<file path="src/include/axil_noc_defines.svh">
// axi-lite to noc bridge widths, queue depth, flit field positions and message codes
`ifndef AXIL_NOC_DEFINES_SVH
`define AXIL_NOC_DEFINES_SVH

`define AXIL_ADDR_W     40
`define AXIL_DATA_W     64
`define AXIL_STRB_W     8
`define NOC_DATA_W      64
`define REQ_FIFO_DEPTH  4

// field widths shared by header 1 and header 3
`define CHIPID_W        14
`define COORD_W         8
`define FBITS_W         4
`define MSG_LEN_W       8
`define MSG_TYPE_W      8
`define MSHRID_W        8
`define OPTIONS_W       6

// header 1, destination and message info
`define MSG_DST_CHIPID  63:50
`define MSG_DST_X       49:42
`define MSG_DST_Y       41:34
`define MSG_DST_FBITS   33:30
`define MSG_LENGTH      29:22
`define MSG_TYPE        21:14
`define MSG_MSHRID      13:6
`define MSG_OPTIONS     5:0

// header 2
`define MSG_ADDR        63:24
`define MSG_DATA_SIZE   23:21
`define MSG_MASK        7:0

// header 3, source coordinates sit where the destination ones do in header 1
`define MSG_SRC_CHIPID  63:50
`define MSG_SRC_X       49:42
`define MSG_SRC_Y       41:34
`define MSG_SRC_FBITS   33:30

`define MSG_LOAD_REQ    8'd14
`define MSG_STORE_REQ   8'd15
`define MSG_LOAD_RESP   8'd24
`define MSG_STORE_ACK   8'd25
`define MSG_SIZE_8B     3'b100
`define AXI_RESP_OKAY   2'b00

`endif

</file>
<file path="src/logic/axil_noc_pkg.sv">
// shared request-kind and response-flit types of the axi-lite noc bridge
`include "axil_noc_defines.svh"

package axil_noc_pkg;

    typedef enum logic [1:0] {
        kind_inval = 2'd0,
        kind_load  = 2'd1,
        kind_store = 2'd2
    } req_kind_t;

    // same field order as request header 1
    typedef struct packed {
        logic [`CHIPID_W-1:0]   chipid;
        logic [`COORD_W-1:0]    xpos;
        logic [`COORD_W-1:0]    ypos;
        logic [`FBITS_W-1:0]    fbits;
        logic [`MSG_LEN_W-1:0]  length;     // payload flits after this header
        logic [`MSG_TYPE_W-1:0] msg_type;
        logic [`MSHRID_W-1:0]   mshrid;
        logic [`OPTIONS_W-1:0]  options;
    } resp_hdr_t;

    // a response word is either a header or a raw payload word
    typedef union packed {
        resp_hdr_t              hdr;
        logic [`NOC_DATA_W-1:0] data;
    } resp_flit_t;

endpackage

</file>
<file path="src/logic/req_fifo.sv">
// synchronous first-word-fall-through queue with full and empty flags
`timescale 1ns/1ps

module req_fifo #(
    parameter int width = 8,
    parameter int depth = 4
) (
    input  logic             clk,
    input  logic             rst_n,
    input  logic             wr_en,
    input  logic [width-1:0] wr_data,
    input  logic             rd_en,
    output logic [width-1:0] rd_data,
    output logic             full,
    output logic             empty
);
    localparam int ptr_w = (depth > 1) ? $clog2(depth) : 1;
    localparam int cnt_w = $clog2(depth + 1);

    logic [width-1:0] mem [depth];
    logic [ptr_w-1:0] wr_ptr;
    logic [ptr_w-1:0] rd_ptr;
    logic [cnt_w-1:0] count;

    assign full    = (count == cnt_w'(depth));
    assign empty   = (count == '0);
    assign rd_data = mem[rd_ptr];   // head shows without a read

    always_ff @(posedge clk) begin
        if (wr_en) begin
            mem[wr_ptr] <= wr_data;
        end
    end

    always_ff @(posedge clk or negedge rst_n) begin
        if (!rst_n) begin
            wr_ptr <= '0;
            rd_ptr <= '0;
            count  <= '0;
        end else begin
            if (wr_en) begin
                wr_ptr <= (wr_ptr == ptr_w'(depth - 1)) ? '0 : wr_ptr + 1'b1;
            end
            if (rd_en) begin
                rd_ptr <= (rd_ptr == ptr_w'(depth - 1)) ? '0 : rd_ptr + 1'b1;
            end
            case ({wr_en, rd_en})
                2'b10:   count <= count + 1'b1;
                2'b01:   count <= count - 1'b1;
                default: count <= count;   // idle or push and pop together
            endcase
        end
    end

    a_no_overflow: assert property (@(posedge clk) disable iff (!rst_n) wr_en |-> !full)
        else $error("req_fifo: write while full");
    a_no_underflow: assert property (@(posedge clk) disable iff (!rst_n) rd_en |-> !empty)
        else $error("req_fifo: read while empty");

endmodule

</file>
<file path="src/logic/axil_req_intake.sv">
// axi-lite request intake, ready logic, read capture buffer and the request queues
`timescale 1ns/1ps
`include "axil_noc_defines.svh"

module axil_req_intake (
    input  logic                    clk,
    input  logic                    rst_n,
    input  logic [`AXIL_ADDR_W-1:0] awaddr,
    input  logic                    awvalid,
    output logic                    awready,
    input  logic [`AXIL_DATA_W-1:0] wdata,
    input  logic [`AXIL_STRB_W-1:0] wstrb,
    input  logic                    wvalid,
    output logic                    wready,
    input  logic [`AXIL_ADDR_W-1:0] araddr,
    input  logic                    arvalid,
    output logic                    arready,
    output axil_noc_pkg::req_kind_t head_kind,
    output logic [`AXIL_ADDR_W-1:0] head_awaddr,
    output logic [`AXIL_DATA_W-1:0] head_wdata,
    output logic [`AXIL_STRB_W-1:0] head_wstrb,
    output logic [`AXIL_ADDR_W-1:0] head_araddr,
    output logic                    pkt_ready,
    input  logic                    store_done,
    input  logic                    load_done
);
    axil_noc_pkg::req_kind_t kind_wdata;
    logic [1:0] kind_head;
    logic       kind_wr;
    logic       kind_full;
    logic       kind_empty;
    logic       aw_full;
    logic       aw_empty;
    logic       wd_full;
    logic       wd_empty;
    logic       ws_full;
    logic       ws_empty;
    logic       ar_full;
    logic       ar_empty;
    logic       aw_fire;
    logic       w_fire;
    logic       ar_fire;
    logic       rd_buf_full;    // load held back one cycle behind a same-cycle store

    assign awready = !aw_full && !kind_full && !rd_buf_full;
    assign wready  = !wd_full && !ws_full && !kind_full;
    assign arready = !ar_full && !kind_full && !rd_buf_full;

    assign aw_fire = awvalid && awready;
    assign w_fire  = wvalid && wready;
    assign ar_fire = arvalid && arready;

    // store goes first, a buffered load follows
    assign kind_wr    = (aw_fire || ar_fire || rd_buf_full) && !kind_full;
    assign kind_wdata = aw_fire ? axil_noc_pkg::kind_store : axil_noc_pkg::kind_load;
    assign head_kind  = axil_noc_pkg::req_kind_t'(kind_head);

    always_ff @(posedge clk or negedge rst_n) begin
        if (!rst_n) begin
            rd_buf_full <= 1'b0;
        end else if (aw_fire && ar_fire) begin
            rd_buf_full <= 1'b1;
        end else if (kind_wr) begin
            rd_buf_full <= 1'b0;
        end
    end

    always_comb begin
        case (head_kind)
            axil_noc_pkg::kind_store: pkt_ready = !kind_empty && !aw_empty && !wd_empty && !ws_empty;
            axil_noc_pkg::kind_load:  pkt_ready = !kind_empty && !ar_empty;
            default:                  pkt_ready = 1'b0;
        endcase
    end

    req_fifo #(.width(2), .depth(`REQ_FIFO_DEPTH)) kind_q (
        .clk(clk), .rst_n(rst_n), .wr_en(kind_wr), .wr_data(kind_wdata),
        .rd_en(store_done || load_done), .rd_data(kind_head), .full(kind_full), .empty(kind_empty)
    );
    req_fifo #(.width(`AXIL_ADDR_W), .depth(`REQ_FIFO_DEPTH)) awaddr_q (
        .clk(clk), .rst_n(rst_n), .wr_en(aw_fire), .wr_data(awaddr),
        .rd_en(store_done), .rd_data(head_awaddr), .full(aw_full), .empty(aw_empty)
    );
    req_fifo #(.width(`AXIL_DATA_W), .depth(`REQ_FIFO_DEPTH)) wdata_q (
        .clk(clk), .rst_n(rst_n), .wr_en(w_fire), .wr_data(wdata),
        .rd_en(store_done), .rd_data(head_wdata), .full(wd_full), .empty(wd_empty)
    );
    req_fifo #(.width(`AXIL_STRB_W), .depth(`REQ_FIFO_DEPTH)) wstrb_q (
        .clk(clk), .rst_n(rst_n), .wr_en(w_fire), .wr_data(wstrb),
        .rd_en(store_done), .rd_data(head_wstrb), .full(ws_full), .empty(ws_empty)
    );
    req_fifo #(.width(`AXIL_ADDR_W), .depth(`REQ_FIFO_DEPTH)) araddr_q (
        .clk(clk), .rst_n(rst_n), .wr_en(ar_fire), .wr_data(araddr),
        .rd_en(load_done), .rd_data(head_araddr), .full(ar_full), .empty(ar_empty)
    );

    // the sender may only retire a request whose parts are all queued
    a_done_needs_pkt: assert property (@(posedge clk) disable iff (!rst_n)
        (store_done || load_done) |-> pkt_ready)
        else $error("axil_req_intake: done strobe without a complete request");

endmodule

</file>
<file path="src/logic/noc_flit_sender.sv">
// request FSM that formats header and data flits for one queued request at a time
`timescale 1ns/1ps
`include "axil_noc_defines.svh"

module noc_flit_sender (
    input  logic                    clk,
    input  logic                    rst_n,
    input  axil_noc_pkg::req_kind_t head_kind,
    input  logic [`AXIL_ADDR_W-1:0] head_awaddr,
    input  logic [`AXIL_DATA_W-1:0] head_wdata,
    input  logic [`AXIL_STRB_W-1:0] head_wstrb,
    input  logic [`AXIL_ADDR_W-1:0] head_araddr,
    input  logic                    pkt_ready,
    output logic                    store_done,
    output logic                    load_done,
    input  logic [`CHIPID_W-1:0]    dest_chipid,
    input  logic [`COORD_W-1:0]     dest_xpos,
    input  logic [`COORD_W-1:0]     dest_ypos,
    input  logic [`FBITS_W-1:0]     dest_fbits,
    input  logic [`CHIPID_W-1:0]    src_chipid,
    input  logic [`COORD_W-1:0]     src_xpos,
    input  logic [`COORD_W-1:0]     src_ypos,
    input  logic [`FBITS_W-1:0]     src_fbits,
    output logic                    noc_valid_out,
    output logic [`NOC_DATA_W-1:0]  noc_data_out,
    input  logic                    noc_ready_in
);
    typedef enum logic [1:0] {
        st_idle,
        st_header,
        st_data
    } state_t;

    state_t                  state;
    logic [1:0]              flit_cnt;  // header 1..3 as 0..2
    logic                    is_store;
    logic                    last_hdr;
    logic [`AXIL_STRB_W-1:0] mask_rev;
    logic [`AXIL_DATA_W-1:0] data_rev;

    assign is_store = (head_kind == axil_noc_pkg::kind_store);
    assign last_hdr = (state == st_header) && (flit_cnt == 2'd2) && noc_ready_in;

    assign load_done     = last_hdr && (head_kind == axil_noc_pkg::kind_load);
    assign store_done    = (state == st_data) && noc_ready_in;
    assign noc_valid_out = (state != st_idle);

    assign mask_rev = {<<{head_wstrb}};     // strobe bit 0 lands in mask bit 7
    assign data_rev = {<<8{head_wdata}};    // big-endian byte order on the noc

    always_ff @(posedge clk or negedge rst_n) begin
        if (!rst_n) begin
            state    <= st_idle;
            flit_cnt <= 2'd0;
        end else begin
            case (state)
                st_idle: begin
                    flit_cnt <= 2'd0;
                    if (pkt_ready) begin
                        state <= st_header;
                    end
                end
                st_header: begin
                    if (last_hdr) begin
                        state    <= is_store ? st_data : st_idle;
                        flit_cnt <= 2'd0;
                    end else if (noc_ready_in) begin
                        flit_cnt <= flit_cnt + 2'd1;
                    end
                end
                st_data: begin
                    if (noc_ready_in) begin
                        state <= st_idle;
                    end
                end
                default: state <= st_idle;
            endcase
        end
    end

    always_comb begin
        noc_data_out = '0;
        if (state == st_header) begin
            case (flit_cnt)
                2'd0: begin
                    noc_data_out[`MSG_DST_CHIPID] = dest_chipid;
                    noc_data_out[`MSG_DST_X]      = dest_xpos;
                    noc_data_out[`MSG_DST_Y]      = dest_ypos;
                    noc_data_out[`MSG_DST_FBITS]  = dest_fbits;
                    noc_data_out[`MSG_LENGTH]     = is_store ? 8'd3 : 8'd2;
                    noc_data_out[`MSG_TYPE]       = is_store ? `MSG_STORE_REQ : `MSG_LOAD_REQ;
                    noc_data_out[`MSG_MSHRID]     = '0;
                    noc_data_out[`MSG_OPTIONS]    = '0;
                end
                2'd1: begin
                    noc_data_out[`MSG_ADDR]      = is_store ? head_awaddr : head_araddr;
                    noc_data_out[`MSG_DATA_SIZE] = `MSG_SIZE_8B;
                    noc_data_out[`MSG_MASK]      = is_store ? mask_rev : '0;
                end
                default: begin
                    noc_data_out[`MSG_SRC_CHIPID] = src_chipid;
                    noc_data_out[`MSG_SRC_X]      = src_xpos;
                    noc_data_out[`MSG_SRC_Y]      = src_ypos;
                    noc_data_out[`MSG_SRC_FBITS]  = src_fbits;
                end
            endcase
        end else if (state == st_data) begin
            noc_data_out = data_rev;
        end
    end

    // flit is held until the network takes it
    a_flit_stable: assert property (@(posedge clk) disable iff (!rst_n)
        noc_valid_out && !noc_ready_in |=> noc_valid_out && $stable(noc_data_out))
        else $error("noc_flit_sender: flit changed under back-pressure");

endmodule

</file>
<file path="src/logic/noc_resp_decoder.sv">
// noc response decoder, drives the axi-lite b and r channels from ack and data flits
`timescale 1ns/1ps
`include "axil_noc_defines.svh"

module noc_resp_decoder (
    input  logic                    clk,
    input  logic                    rst_n,
    input  logic                    noc_valid_in,
    input  logic [`NOC_DATA_W-1:0]  noc_data_in,
    output logic                    noc_ready_out,
    output logic [`AXIL_DATA_W-1:0] rdata,
    output logic [1:0]              rresp,
    output logic                    rvalid,
    input  logic                    rready,
    output logic [1:0]              bresp,
    output logic                    bvalid,
    input  logic                    bready
);
    axil_noc_pkg::resp_flit_t flit_in;
    logic                     flit_acc;
    logic                     load_word;
    logic                     in_load;      // payload flits belong to a load response
    logic [`MSG_LEN_W-1:0]    flits_left;   // zero means the next flit is a header
    logic [`AXIL_DATA_W-1:0]  data_rev;

    assign flit_in       = noc_data_in;
    assign noc_ready_out = !bvalid && !rvalid;  // stall the network while a response waits
    assign flit_acc      = noc_valid_in && noc_ready_out;
    assign load_word     = flit_acc && in_load && (flits_left == 8'd1);
    assign data_rev      = {<<8{flit_in.data}};
    assign rresp         = `AXI_RESP_OKAY;
    assign bresp         = `AXI_RESP_OKAY;

    always_ff @(posedge clk or negedge rst_n) begin
        if (!rst_n) begin
            flits_left <= '0;
            in_load    <= 1'b0;
            bvalid     <= 1'b0;
            rvalid     <= 1'b0;
        end else begin
            if (bvalid && bready) begin
                bvalid <= 1'b0;
            end
            if (rvalid && rready) begin
                rvalid <= 1'b0;
            end
            if (flit_acc && flits_left == '0) begin
                flits_left <= flit_in.hdr.length;
                in_load    <= (flit_in.hdr.msg_type == `MSG_LOAD_RESP);
                if (flit_in.hdr.msg_type == `MSG_STORE_ACK) begin
                    bvalid <= 1'b1;
                end
            end else if (flit_acc) begin
                flits_left <= flits_left - 8'd1;
                rvalid     <= load_word ? 1'b1 : rvalid;
            end
        end
    end

    always_ff @(posedge clk) begin
        if (load_word) begin
            rdata <= data_rev;
        end
    end

    a_one_resp: assert property (@(posedge clk) disable iff (!rst_n) !(rvalid && bvalid))
        else $error("noc_resp_decoder: b and r responses pending together");

endmodule

</file>
<file path="src/logic/axil_noc_bridge.sv">
// axi-lite to noc bridge top level, joins request intake, flit sender and response decoder
`timescale 1ns/1ps
`include "axil_noc_defines.svh"

module axil_noc_bridge (
    input  logic                    clk,
    input  logic                    rst_n,
    input  logic [`AXIL_ADDR_W-1:0] awaddr,
    input  logic                    awvalid,
    output logic                    awready,
    input  logic [`AXIL_DATA_W-1:0] wdata,
    input  logic [`AXIL_STRB_W-1:0] wstrb,
    input  logic                    wvalid,
    output logic                    wready,
    input  logic [`AXIL_ADDR_W-1:0] araddr,
    input  logic                    arvalid,
    output logic                    arready,
    output logic [`AXIL_DATA_W-1:0] rdata,
    output logic [1:0]              rresp,
    output logic                    rvalid,
    input  logic                    rready,
    output logic [1:0]              bresp,
    output logic                    bvalid,
    input  logic                    bready,
    output logic                    noc_valid_out,
    output logic [`NOC_DATA_W-1:0]  noc_data_out,
    input  logic                    noc_ready_in,
    input  logic                    noc_valid_in,
    input  logic [`NOC_DATA_W-1:0]  noc_data_in,
    output logic                    noc_ready_out,
    input  logic [`CHIPID_W-1:0]    dest_chipid,
    input  logic [`COORD_W-1:0]     dest_xpos,
    input  logic [`COORD_W-1:0]     dest_ypos,
    input  logic [`FBITS_W-1:0]     dest_fbits,
    input  logic [`CHIPID_W-1:0]    src_chipid,
    input  logic [`COORD_W-1:0]     src_xpos,
    input  logic [`COORD_W-1:0]     src_ypos,
    input  logic [`FBITS_W-1:0]     src_fbits
);
    // queue heads and pop strobes between intake and sender
    axil_noc_pkg::req_kind_t head_kind;
    logic [`AXIL_ADDR_W-1:0] head_awaddr;
    logic [`AXIL_DATA_W-1:0] head_wdata;
    logic [`AXIL_STRB_W-1:0] head_wstrb;
    logic [`AXIL_ADDR_W-1:0] head_araddr;
    logic                    pkt_ready;
    logic                    store_done;
    logic                    load_done;

    axil_req_intake u_intake (.*);

    noc_flit_sender u_sender (.*);

    noc_resp_decoder u_resp (.*);   // response path is independent of the request queues

endmodule

</file>
<file path="config.mk">
export PLATFORM = sky130hd
export DESIGN_NAME = axil_noc_bridge
export DESIGN_NICKNAME = d
export VERILOG_FILES = /design/src/logic/axil_noc_pkg.sv /design/src/logic/req_fifo.sv /design/src/logic/axil_req_intake.sv /design/src/logic/noc_flit_sender.sv /design/src/logic/noc_resp_decoder.sv /design/src/logic/axil_noc_bridge.sv
export VERILOG_INCLUDE_DIRS = /design/src /design/src/include
export SDC_FILE = /design/constraint.sdc
export NUM_CORES = 1
export LEC_CHECK = 0
export BUFFER_PORTS_ARGS = -buffer_cell sky130_fd_sc_hd__buf_2
export CORE_ASPECT_RATIO = 1.1
export CORE_MARGIN = 1
export CORE_UTILIZATION = 40
export DETAILED_ROUTE_END_ITERATION = 8
export PLACE_DENSITY = 0.71
export SLEW_MARGIN = 20
export SYNTH_ARGS = -nofsm -noshare
export SYNTH_HDL_FRONTEND = slang
export SYNTH_SLANG_ARGS = --single-unit
</file>
<file path="constraint.sdc">
create_clock -name clk -period 13.9 [get_ports clk]
set_clock_uncertainty 0.15 [all_clocks]
set_input_delay 1.39 -clock clk [delete_from_list [all_inputs] [get_ports clk]]
set_output_delay 1.39 -clock clk [all_outputs]
set_load 0.03 [all_outputs]
</file>
==> results of run 1 <==
-- layout by cell type (no fill, tap or decap), drive strengths merged, types with 3 or more instances in the layout --
master / n
nor2b: 5
a22oi: 76
fa: 5
dfrtp: 51
and3: 11
xnor2: 5
buf: 450
bufinv: 8
clkinvlp: 4
a22o: 12
nor2: 26
edfxtp: 680
a21o: 4
inv: 46
or2: 4
mux2i: 3
o211ai: 34
ha: 36
clkinv: 35
o21ai: 12
xor2: 10
diode: 18
mux2: 20
clkbuf: 90
nand3: 6
a21oi: 4
nor3: 14
nand2: 70
mux4: 154
and2: 23
conb: 4
-- sequential cells by signal, summed over array words and instances (netlist names), 3 cells and up --
register / flops
u_intake.wstrb_q.mem: 32
u_intake.wdata_q.count: 3
u_intake.kind_q.mem: 8
u_resp.flits_left: 8
u_resp.rdata: 64
u_intake.awaddr_q.count: 3
u_intake.wdata_q.mem: 256
u_intake.araddr_q.mem: 160
u_intake.kind_q.count: 3
u_intake.araddr_q.count: 3
u_intake.awaddr_q.mem: 160
u_intake.wstrb_q.count: 3
-- report_power, final --
part	leakage [µW]	internal (µW)	total (µW)	switching [µW]
logic	0.00404	389	1090	703
clock network	0.00123	1180	2060	876
registers	0.00682	2870	3030	155
total	0.0121	4440	6180	1730
-- per-layer routing --
layer	up-vias	global-route usage (%)
li1	6661	-
met1	8017	24.1
met2	574	35.1
met3	172	4.57
met4	28	9.57
met5	-	0
-- final timing paths --
| path | endpoint | from | slack, ns |
|---|---|---|---|
| min in group asynchronous | u_resp.flits_left[5]$_DFFE_PN0P_ | rst_n | 0.75 |
| hold reg to reg | u_intake.kind_q.count[2]$_DFFE_PN0P_ | u_intake.kind_q.count[2]$_DFFE_PN0P_ | 0.36 |
| setup reg to reg | u_intake.wstrb_q.count[2]$_DFFE_PN0P_ | u_sender.state[1]$_DFFE_PN0P_ | 9.88 |
| max in group asynchronous | u_intake.wdata_q.rd_ptr[0]$_DFFE_PN0P_ | rst_n | 12.29 |
| hold / removal | u_intake.kind_q.count[2]$_DFFE_PN0P_ | u_intake.kind_q.count[2]$_DFFE_PN0P_ | 0.36 |
| setup / recovery | noc_data_out[33] | u_intake.kind_q.rd_ptr[0]$_DFFE_PN0P_ | 8.69 |
-- kinds of logic (layout without fill, tap and decap cells) --
group                    count (synthesis)  in the layout  synth area share [%]
AND/OR/NAND/NOR                        170            170                  2.97
other                                    1             22                0.0131
multiplexers                           177            177                  13.0
AO/OA/AOI/OAI                          154            154                  4.05
adder cells (fa/ha/maj)                 41             41                  1.92
buffers and inverters                  117            633                  1.87
flip-flops                             731            731                  75.7
XOR/XNOR                                15             15                 0.459
-- per-stage QoR --
stage / total power, µW / hold WS, ns / setup slack (ns)
after floorplan: 3740 / 0.314 / 5.47
after detailed placement: 4190 / 0.351 / 9.28
after global placement: 4120 / 0.334 / 9.38
after CTS: 6250 / 0.362 / 8.61
final: 6180 / 0.361 / 8.69
after global routing: 6430 / 0.388 / 8.48
-- worst max-delay path: cells and delay by family (launching register included) --
| family | cells | cell delay (ns) |
|---|---|---|
| buffers and inverters | 3 | 0.80 |
| multiplexers | 1 | 0.55 |
| AND/OR/NAND/NOR | 1 | 0.55 |
| flip-flops | 1 | 0.45 |
| AO/OA/AOI/OAI | 2 | 0.36 |
| adder cells (fa/ha/maj) | 1 | 0.27 |
-- cell type report --
cell class	instances	area, µm²	share of cell area (%)
Antenna cell	18	45.0	0.131
Clock buffer	90	1960	5.70
Clock inverter	50	588	1.71
Inverter	43	161	0.469
Multi-Input combinational cell	561	6490	18.9
Sequential cell	731	21700	63.0
Tap cell	936	1170	3.40
Timing Repair Buffer	450	2310	6.71
==> results.json, run 1 <==
{
  "status": "finished, final reports clean",
  "vdd_drop_max_uv": 164,
  "utilization_pct": 48.8,
  "power_leakage_uw": 0.0121,
  "critPathCaptureType": "output pin",
  "max_stage_delay_ns": 0.55,
  "syn_to_final_growth_pct": 20.2,
  "seq_area_frac_synth_pct": 75.7,
  "cts_buffers": 76,
  "rsz0062_at_grt": "no",
  "routed_via_density": 5.37,
  "worst_slew_pin_slew_ns": 1.14,
  "grt_overflow": 0,
  "hold_viol": 0,
  "placementRows": 102,
  "final_cells": 2879,
  "reg2reg_depth": 10,
  "yosys.cell_count.top_type": "edfxtp_1",
  "fin_crit_ns": 5.21,
  "max_cap_violations": 0,
  "syn-instance-count": 1406,
  "wirelength_um": 74900,
  "io_buffers": 427,
  "met3WireLength_um": 4980,
  "synth_top_cells_by_count": "edfxtp_1 (680), mux4_2 (154), a22oi_1 (76), nand2_1 (70), dfrtp_1 (51)",
  "wl_met2_um": 39200,
  "finalSetupViolCount": 0,
  "grt_max_degree": 67,
  "relSlewSlack_pct": 23.8,
  "worstPathCellList": "mux4_2 > inv_1 > ha_1 > and3_2 > buf_4 > a22oi_1 > o211ai_1 > buf_2",
  "whs_path_depth": 1,
  "finish.instance_area_mm2": 0.0344,
  "synth.top_cell.area_share_pct": 71.3,
  "hold_class": "reg -> reg",
  "ys_ff_latch": 731,
  "coreArea_mm2": 0.0706,
  "initial_core_util_pct": 40.6,
  "globalplace.congestion": 0.846,
  "grt_usage_pct": 20.3,
  "chipHeight_um": 283,
  "route.detailed.drc": 0,
  "routedWlPerCell_um": 26.0,
  "synth_top_area_cell": "edfxtp_1",
  "postCtsHoldBufs": 0,
  "cts_setup_buffers": 0,
  "dr.pass1.iters": 6,
  "place_area_mm2": 0.0318,
  "post_cts_resized": 0,
  "cts_htree_levels": 3,
  "fill_cells": 5791,
  "power.density_mw_per_mm2": 179,
  "syn_area_mm2": 0.0286,
  "synthFlopType": "edfxtp_1",
  "synth_warnings": 0,
  "syn_area_per_cell_um2": 20.4,
  "antenna_found_initial": 47,
  "ios": 432,
  "max_freq_mhz": 192,
  "crit_slowest_cell": "mux4_2",
  "dpl.hpwl_um": 51000,
  "wl_met1_um": 27700,
  "tns_ns": 0,
  "grt_pass1_vias": 15800,
  "grt_first_pass_wirelength_um": 106000,
  "routed.top_layer": "met5",
  "vias": 15500,
  "cts.sinks": 731,
  "synth.area.top_cells": "edfxtp_1 (71%), mux4_2 (12%), dfrtp_1 (4.5%)",
  "slew_violations": 0,
  "clk_path_buf_depth": 3,
  "clk_pin_slew_ns": 0.06,
  "die_width_um": 257,
  "cts_root_buf": "clkbuf_16",
  "crit_arrival_ns": 3.67,
  "ant_nets": 0,
  "async_flop_share_pct": 6.98,
  "die-area_mm2": 0.0727,
  "required_ns": 12.36,
  "synth_cell_type_count": 53,
  "first_iter_violations": 1091,
  "synth_edf_count": 680,
  "num-nets-final": 2197,
  "crit_type": "reg -> out",
  "start_kind": "flop",
  "fin_crit_sh_pct": 37.5,
  "drive_above_1_share_pct": 40.1,
  "path_max_fanout": 30,
  "dp.cells": 2721,
  "clkLatencyLatePin_ns": 0.62,
  "cts_tree": "done"
}
Note: power is estimated with default switching activity, not from simulation.
==> inputs of run 2 (changes only) <==
==> constraint.sdc (replaced) <==
create_clock -name clk -period 4.8 [get_ports clk]
set_clock_uncertainty 0.15 [all_clocks]
set_input_delay 0.48 -clock clk [delete_from_list [all_inputs] [get_ports clk]]
set_output_delay 0.48 -clock clk [all_outputs]
set_load 0.03 [all_outputs]
==> run 2 against run 1 <==
Non-clock buffer count grew 223. Combinational power grew to 3.2 times the previous value. Clock-buffer cell count grew 3. Critical endpoint is now noc_data_out[58]. Total power grew to 2.9 times the previous value. Flip-flop and latch count is the same. Final cell count grew 7.5%. Die area is the same. Largest power group unchanged. Wire length grew 4.3%. Global-route usage grew 1.2 points. Hold slack lost 0.28 ns. Via count grew 6.0%. Largest cell class unchanged.
==> results.json, run 2 (same netlist as run 1, synthesis figures left out) <==
{
  "status": "finished, final reports clean",
  "fin_crit_sh_pct": 89.2,
  "slew_violations": 0,
  "max_cap_violations": 0,
  "worstPathCellList": "mux4_2 > inv_1 > ha_1 > and3_2 > a22oi_1 > o211ai_1 > buf_2",
  "ant_nets": 0,
  "io_buffers": 427,
  "max_freq_mhz": 234,
  "cts_tree": "done",
  "clk_path_buf_depth": 3,
  "grt_pass1_vias": 17400,
  "crit_family": "simple AND/OR/NAND/NOR gates",
  "power_leakage_uw": 0.0130,
  "globalplace.congestion": 0.929,
  "register_area_mm2": 0.0217,
  "hold_class": "in -> reg",
  "pre_cts_ws_ns": 1.18,
  "dpl.hpwl_um": 52100,
  "multi_input_area_mm2": 0.00650,
  "antenna_found_initial": 16,
  "relSlewSlack_pct": 20.5,
  "fin_crit_ns": 4.28,
  "final_common_cell": "edfxtp_1",
  "dr.pass1.iters": 7,
  "fin_ws_ns": 0.519,
  "wl_met2_um": 40600,
  "routed.top_layer": "met5",
  "cts_buffers": 77,
  "grt_overflow": 0,
  "drive_above_1_share_pct": 36.2,
  "grt_max_degree": 66,
  "grt_usage_pct": 21.4,
  "cts_htree_levels": 3,
  "met3WireLength_um": 5050,
  "finalSetupViolCount": 0,
  "tns_ns": 0,
  "placementRows": 102,
  "ios": 432,
  "wl_met1_um": 29300,
  "crit_arrival_ns": 3.65,
  "routed_via_density": 5.29,
  "fill_cells": 5589,
  "initial_core_util_pct": 40.6,
  "mostFrequentLayoutCells": "edfxtp_1 (680), buf_2 (427), dlygate4sd3_1 (220), mux4_2 (154), clkbuf_16 (78)",
  "largest_register_ffs": 256,
  "critPathCaptureType": "output pin",
  "syn_to_final_growth_pct": 27.9,
  "routedWlPerCell_um": 25.3,
  "chipHeight_um": 283,
  "die_width_um": 257,
  "cp_num_buf_inv": 2,
  "cts.sinks": 731,
  "clkLatencyLatePin_ns": 0.63,
  "hold_viol": 0,
  "num-nets-final": 2421,
  "grt_first_pass_wirelength_um": 113000,
  "first_iter_violations": 1155,
  "rsz0062_at_grt": "no",
  "coreArea_mm2": 0.0706,
  "clk_pin_slew_ns": 0.06,
  "worst_slew_pin_slew_ns": 1.19,
  "wirelength_um": 78200,
  "vias": 16400,
  "route.detailed.drc": 0,
  "max_stage_delay_ns": 1.02,
  "start_kind": "flop",
  "crit_slowest_cell": "and3_2",
  "required_ns": 4.17,
  "power.density_mw_per_mm2": 495,
  "path_max_fanout": 40,
  "regMostFlops": "u_intake.wdata_q.mem",
  "top_regs": "u_intake.wdata_q.mem: 256 flops, u_intake.araddr_q.mem: 160 flops, u_intake.awaddr_q.mem: 160 flops",
  "crit_type": "reg -> out",
  "die-area_mm2": 0.0727,
  "cts_root_buf": "clkbuf_16",
  "vdd_drop_max_uv": 322
}
==> run 2: cell types whose count changed in the layout (fill, tap and decap cells not counted), sizes merged <==
cell and delta:
dlygate4sd3 +220, buf +3, inv +3, diode -11
bufinv -2, clkbuf +3
==> run 2: power breakdown <==
group | switching, µW | internal [µW]
combinational | 2200 | 1270
clock | 2520 | 3360
sequential | 455 | 8320
==> run 2: layout make-up <==
cell class | instances | share of cell area, %
clock buffer | 93 | 5.48
antenna | 7 | 0.0478
multi-input combinational | 561 | 17.7
inverter | 43 | 0.441
clock inverter | 51 | 1.35
sequential | 731 | 59.3
timing repair buffer | 673 | 12.5
tap | 936 | 3.20
==> run 2: worst paths after layout <==
check                                                                to                                   from  depth (start not counted)  slack, ns
max in group asynchronous       u_intake.awaddr_q.rd_ptr[1]$_DFFE_PN0P_                                  rst_n                          3       3.31
worst min register to register     u_intake.kind_q.count[2]$_DFFE_PN0P_   u_intake.kind_q.count[2]$_DFFE_PN0P_                          1       0.35
worst max register to register   u_intake.araddr_q.mem[3][20]$_DFFE_PP_   u_intake.kind_q.count[2]$_DFFE_PN0P_                          5       1.79
worst min-delay path                      u_sender.state[1]$_DFFE_PN0P_                           noc_ready_in                          3       0.08
worst max-delay path                                   noc_data_out[58]  u_intake.kind_q.rd_ptr[0]$_DFFE_PN0P_                          7       0.52
min in group asynchronous              u_resp.flits_left[5]$_DFFE_PN0P_                                  rst_n                          2       0.33
==> run 2: what timing repair did <==
item | CTS | global route
hold buffers | 220 | 0
resized for setup | 0 | 0
setup buffers | 0 | 0
endpoints found under the hold margin | 705 | 0
==> run 2: routing by layer <==
layer,GRT usage (%),vias up
met5,0,-
met4,9.80,14
met3,4.20,148
met2,37.7,690
met1,25.5,8417
li1,-,7105
==> run 2: worst reg2reg max path: stages, from the launching register on <==
cell and delay [ns]:
dfrtp_1 0.40, nor3b_4 0.19, or2_1 0.27, nor2b_1 0.46, and2_2 0.87, buf_4 0.38
==> run 2: metrics by stage <==
step	instance area, µm²	total power [µW]	utilization (%)	hold WS [ns]	cells
after global routing	36600	18800	51.9	0.0947	3093
after CTS	36600	18300	51.9	0.0569	3087
after floorplan	28700	10800	-	0.0344	1409
final	36600	18100	51.9	0.0790	3095
after global placement	31900	12100	45.2	0.334	2723
after detailed placement	31900	12300	45.2	0.345	2723
==> inputs of run 3 (changes only) <==
==> constraint.sdc (replaced) <==
create_clock -name clk -period 5 [get_ports clk]
set_clock_uncertainty 0.15 [all_clocks]
set_input_delay 0.5 -clock clk [delete_from_list [all_inputs] [get_ports clk]]
set_output_delay 0.5 -clock clk [all_outputs]
set_load 0.03 [all_outputs]
==> run 3 against run 2 <==
Die area unchanged. Total power shrank 3.4%. Critical endpoint is now noc_data_out[43]. Global-route usage is 0.19 points lower. Clock-buffer cell count up 2. Utilization is 0.14 points higher. Worst setup slack improved by 0.21 ns. Flip-flop and latch count stayed put. First-iteration DRC count increased by 19%.
==> results.json, run 3 (same netlist as run 1, synthesis figures left out) <==
{
  "vias": 16400,
  "max_cap_violations": 0,
  "status": "finished, final reports clean",
  "cts_setup_buffers": 0,
  "worst_slew_pin_slew_ns": 1.09,
  "globalplace.congestion": 0.939,
  "top_regs": "u_intake.wdata_q.mem: 256 flops, u_intake.araddr_q.mem: 160 flops, u_intake.awaddr_q.mem: 160 flops",
  "routedWlPerCell_um": 25.1,
  "route.detailed.drc": 0,
  "p_int_uw": 12600,
  "cts_root_buf": "clkbuf_16",
  "num-nets-final": 2425,
  "fin_crit_sh_pct": 85.4,
  "chipHeight_um": 283,
  "max_freq_mhz": 234,
  "power_leakage_uw": 0.0131,
  "reg2reg_depth": 10,
  "finalSetupViolCount": 0,
  "clkLatencyLatePin_ns": 0.61,
  "whs_path_depth": 3,
  "clkPwrFrac_pct": 33.0,
  "routed_via_density": 5.29,
  "fin_ws_ns": 0.731,
  "whs_endpoint": "u_resp.rvalid$_DFFE_PN0P_",
  "pre_cts_ws_ns": 1.35,
  "die_width_um": 257,
  "hold_ws_ns": 0.0918,
  "placementRows": 102,
  "utilization_pct": 52.1,
  "hold_viol": 0,
  "max_stage_delay_ns": 0.78,
  "power.density_mw_per_mm2": 477,
  "start_kind": "flop",
  "coreArea_mm2": 0.0706,
  "rrSetupSlack_ns": 1.92,
  "critPathCaptureType": "output pin",
  "finish.instance_area_mm2": 0.0367,
  "cts.sinks": 731,
  "cts_buffers": 77,
  "antenna_found_initial": 24,
  "swShare_pct": 27.9,
  "rsz0062_at_grt": "no",
  "grt_usage_pct": 21.3,
  "drive_above_1_share_pct": 36.2,
  "grt_max_degree": 67,
  "first_iter_violations": 1377,
  "crit_arrival_ns": 3.62,
  "dpl.hpwl_um": 52200,
  "initial_core_util_pct": 40.6,
  "cts_htree_levels": 3,
  "power_frac_seq_pct": 48.2,
  "hold_start": "rready",
  "clk_pin_slew_ns": 0.06,
  "syn_to_final_growth_pct": 28.2,
  "r2r_start": "u_sender.state[1]$_DFFE_PN0P_",
  "p_switching_uw": 4890,
  "crit_slowest_cell": "and3_2",
  "power_frac_comb_pct": 18.8,
  "ant_nets": 0,
  "mostFrequentLayoutCells": "edfxtp_1 (680), buf_2 (427), dlygate4sd3_1 (219), mux4_2 (154), clkbuf_16 (80)",
  "die-area_mm2": 0.0727,
  "worstPathCellList": "mux4_2 > inv_1 > ha_1 > and3_2 > buf_4 > a22oi_1 > o211ai_1 > buf_2",
  "final_common_cell": "edfxtp_1",
  "tns_ns": 0,
  "path_max_fanout": 26,
  "dr.pass1.iters": 8,
  "grt_first_pass_wirelength_um": 112000,
  "hold_class": "in -> reg",
  "r2r_end": "u_intake.kind_q.count[2]$_DFFE_PN0P_",
  "clk_path_buf_depth": 3,
  "crit_type": "reg -> out",
  "fin_crit_ns": 4.27,
  "relSlewSlack_pct": 27.4,
  "regMostFlops": "u_intake.wdata_q.mem",
  "grt_overflow": 0,
  "ios": 432,
  "fill_cells": 5562,
  "io_buffers": 427,
  "post_cts_resized": 0,
  "largest_register_ffs": 256,
  "grt_pass1_vias": 17100,
  "cts_tree": "done",
  "place_area_mm2": 0.0319,
  "vdd_drop_max_uv": 338,
  "required_ns": 4.35,
  "slew_violations": 0,
  "wirelength_um": 78100
}
==> run 3: changes by cell type in the layout (fill, tap and decap cells not counted), sizes merged <==
| cell | before | now |
|---|---|---|
| diode | 7 | 17 |
| buf | 453 | 458 |
| clkinvlp | 4 | 5 |
| bufinv | 6 | 9 |
| clkinv | 35 | 29 |
| clkbuf | 93 | 95 |
| inv | 49 | 46 |
| dlygate4sd3 | 220 | 219 |
==> run 3: metal layers <==
layer | GRT usage [%] | routed length, µm | up-vias
met5 | 0 | 67 | -
met4 | 8.52 | 2860 | 10
met3 | 4.94 | 5220 | 142
met2 | 37.0 | 40500 | 669
met1 | 25.6 | 29400 | 8496
li1 | - | - | 7120
==> run 3: stage by stage <==
| step | std cells | power (µW) |
|---|---|---|
| after global routing | 3102 | 18200 |
| after CTS | 3089 | 17700 |
| final | 3106 | 17500 |
| after global placement | 2729 | 11600 |
| after detailed placement | 2729 | 11800 |
| after floorplan | 1409 | 10400 |
==> run 3: power groups by stage <==
stage,clock [µW],sequential (µW),combinational [µW]
detailed placement,0,8550,3200
global placement,0,8470,3130
CTS,5880,8440,3360
floorplan,0,8390,2010
global route,6120,8530,3560
finish,5770,8430,3300
==> run 3: layout make-up <==
type	count	area, µm²	area share [%]
diodes	17	42.5	0.116
clock buffers	95	2070	5.63
clock inverters	46	494	1.35
inverters	43	161	0.439
multi-input cells	561	6500	17.7
flip-flops and latches	731	21700	59.1
well taps	936	1170	3.19
repair buffers	677	4590	12.5
==> run 3: worst max-delay path by stage <==
| stage | start | end | cells after the start | slack (ns) |
|---|---|---|---|---|
| 2_1_floorplan | u_resp.bvalid$_DFF_PN0_ | u_resp.rdata[0]$_DFFE_PP_ | 3 | 1.08 |
| 3_3_place_gp | u_intake.kind_q.rd_ptr[0]$_DFFE_PN0P_ | noc_data_out[37] | 8 | 1.52 |
| 6_report | u_intake.kind_q.rd_ptr[0]$_DFFE_PN0P_ | noc_data_out[43] | 8 | 0.73 |
| 5_1_grt | u_intake.kind_q.rd_ptr[0]$_DFFE_PN0P_ | noc_data_out[43] | 8 | 0.55 |
| 3_5_place_dp | u_intake.kind_q.rd_ptr[0]$_DFFE_PN0P_ | noc_data_out[43] | 8 | 1.35 |
| 4_1_cts | u_intake.kind_q.rd_ptr[0]$_DFFE_PN0P_ | noc_data_out[43] | 8 | 0.68 |
==> run 3: critical path, delay by kind of cell, from the launching register on <==
family                   cells  cell delay, ns
AND/OR/NAND/NOR              1            0.78
AO/OA/AOI/OAI                2            0.31
buffers and inverters        3            0.65
flip-flops                   1            0.44
multiplexers                 1            0.54
adder cells (fa/ha/maj)      1            0.27
==> run 3: timing repair <==
item                       4_1_cts  5_1_grt
setup endpoints to repair        0        0
hold endpoints to repair       725        0
hold buffers                   219        0
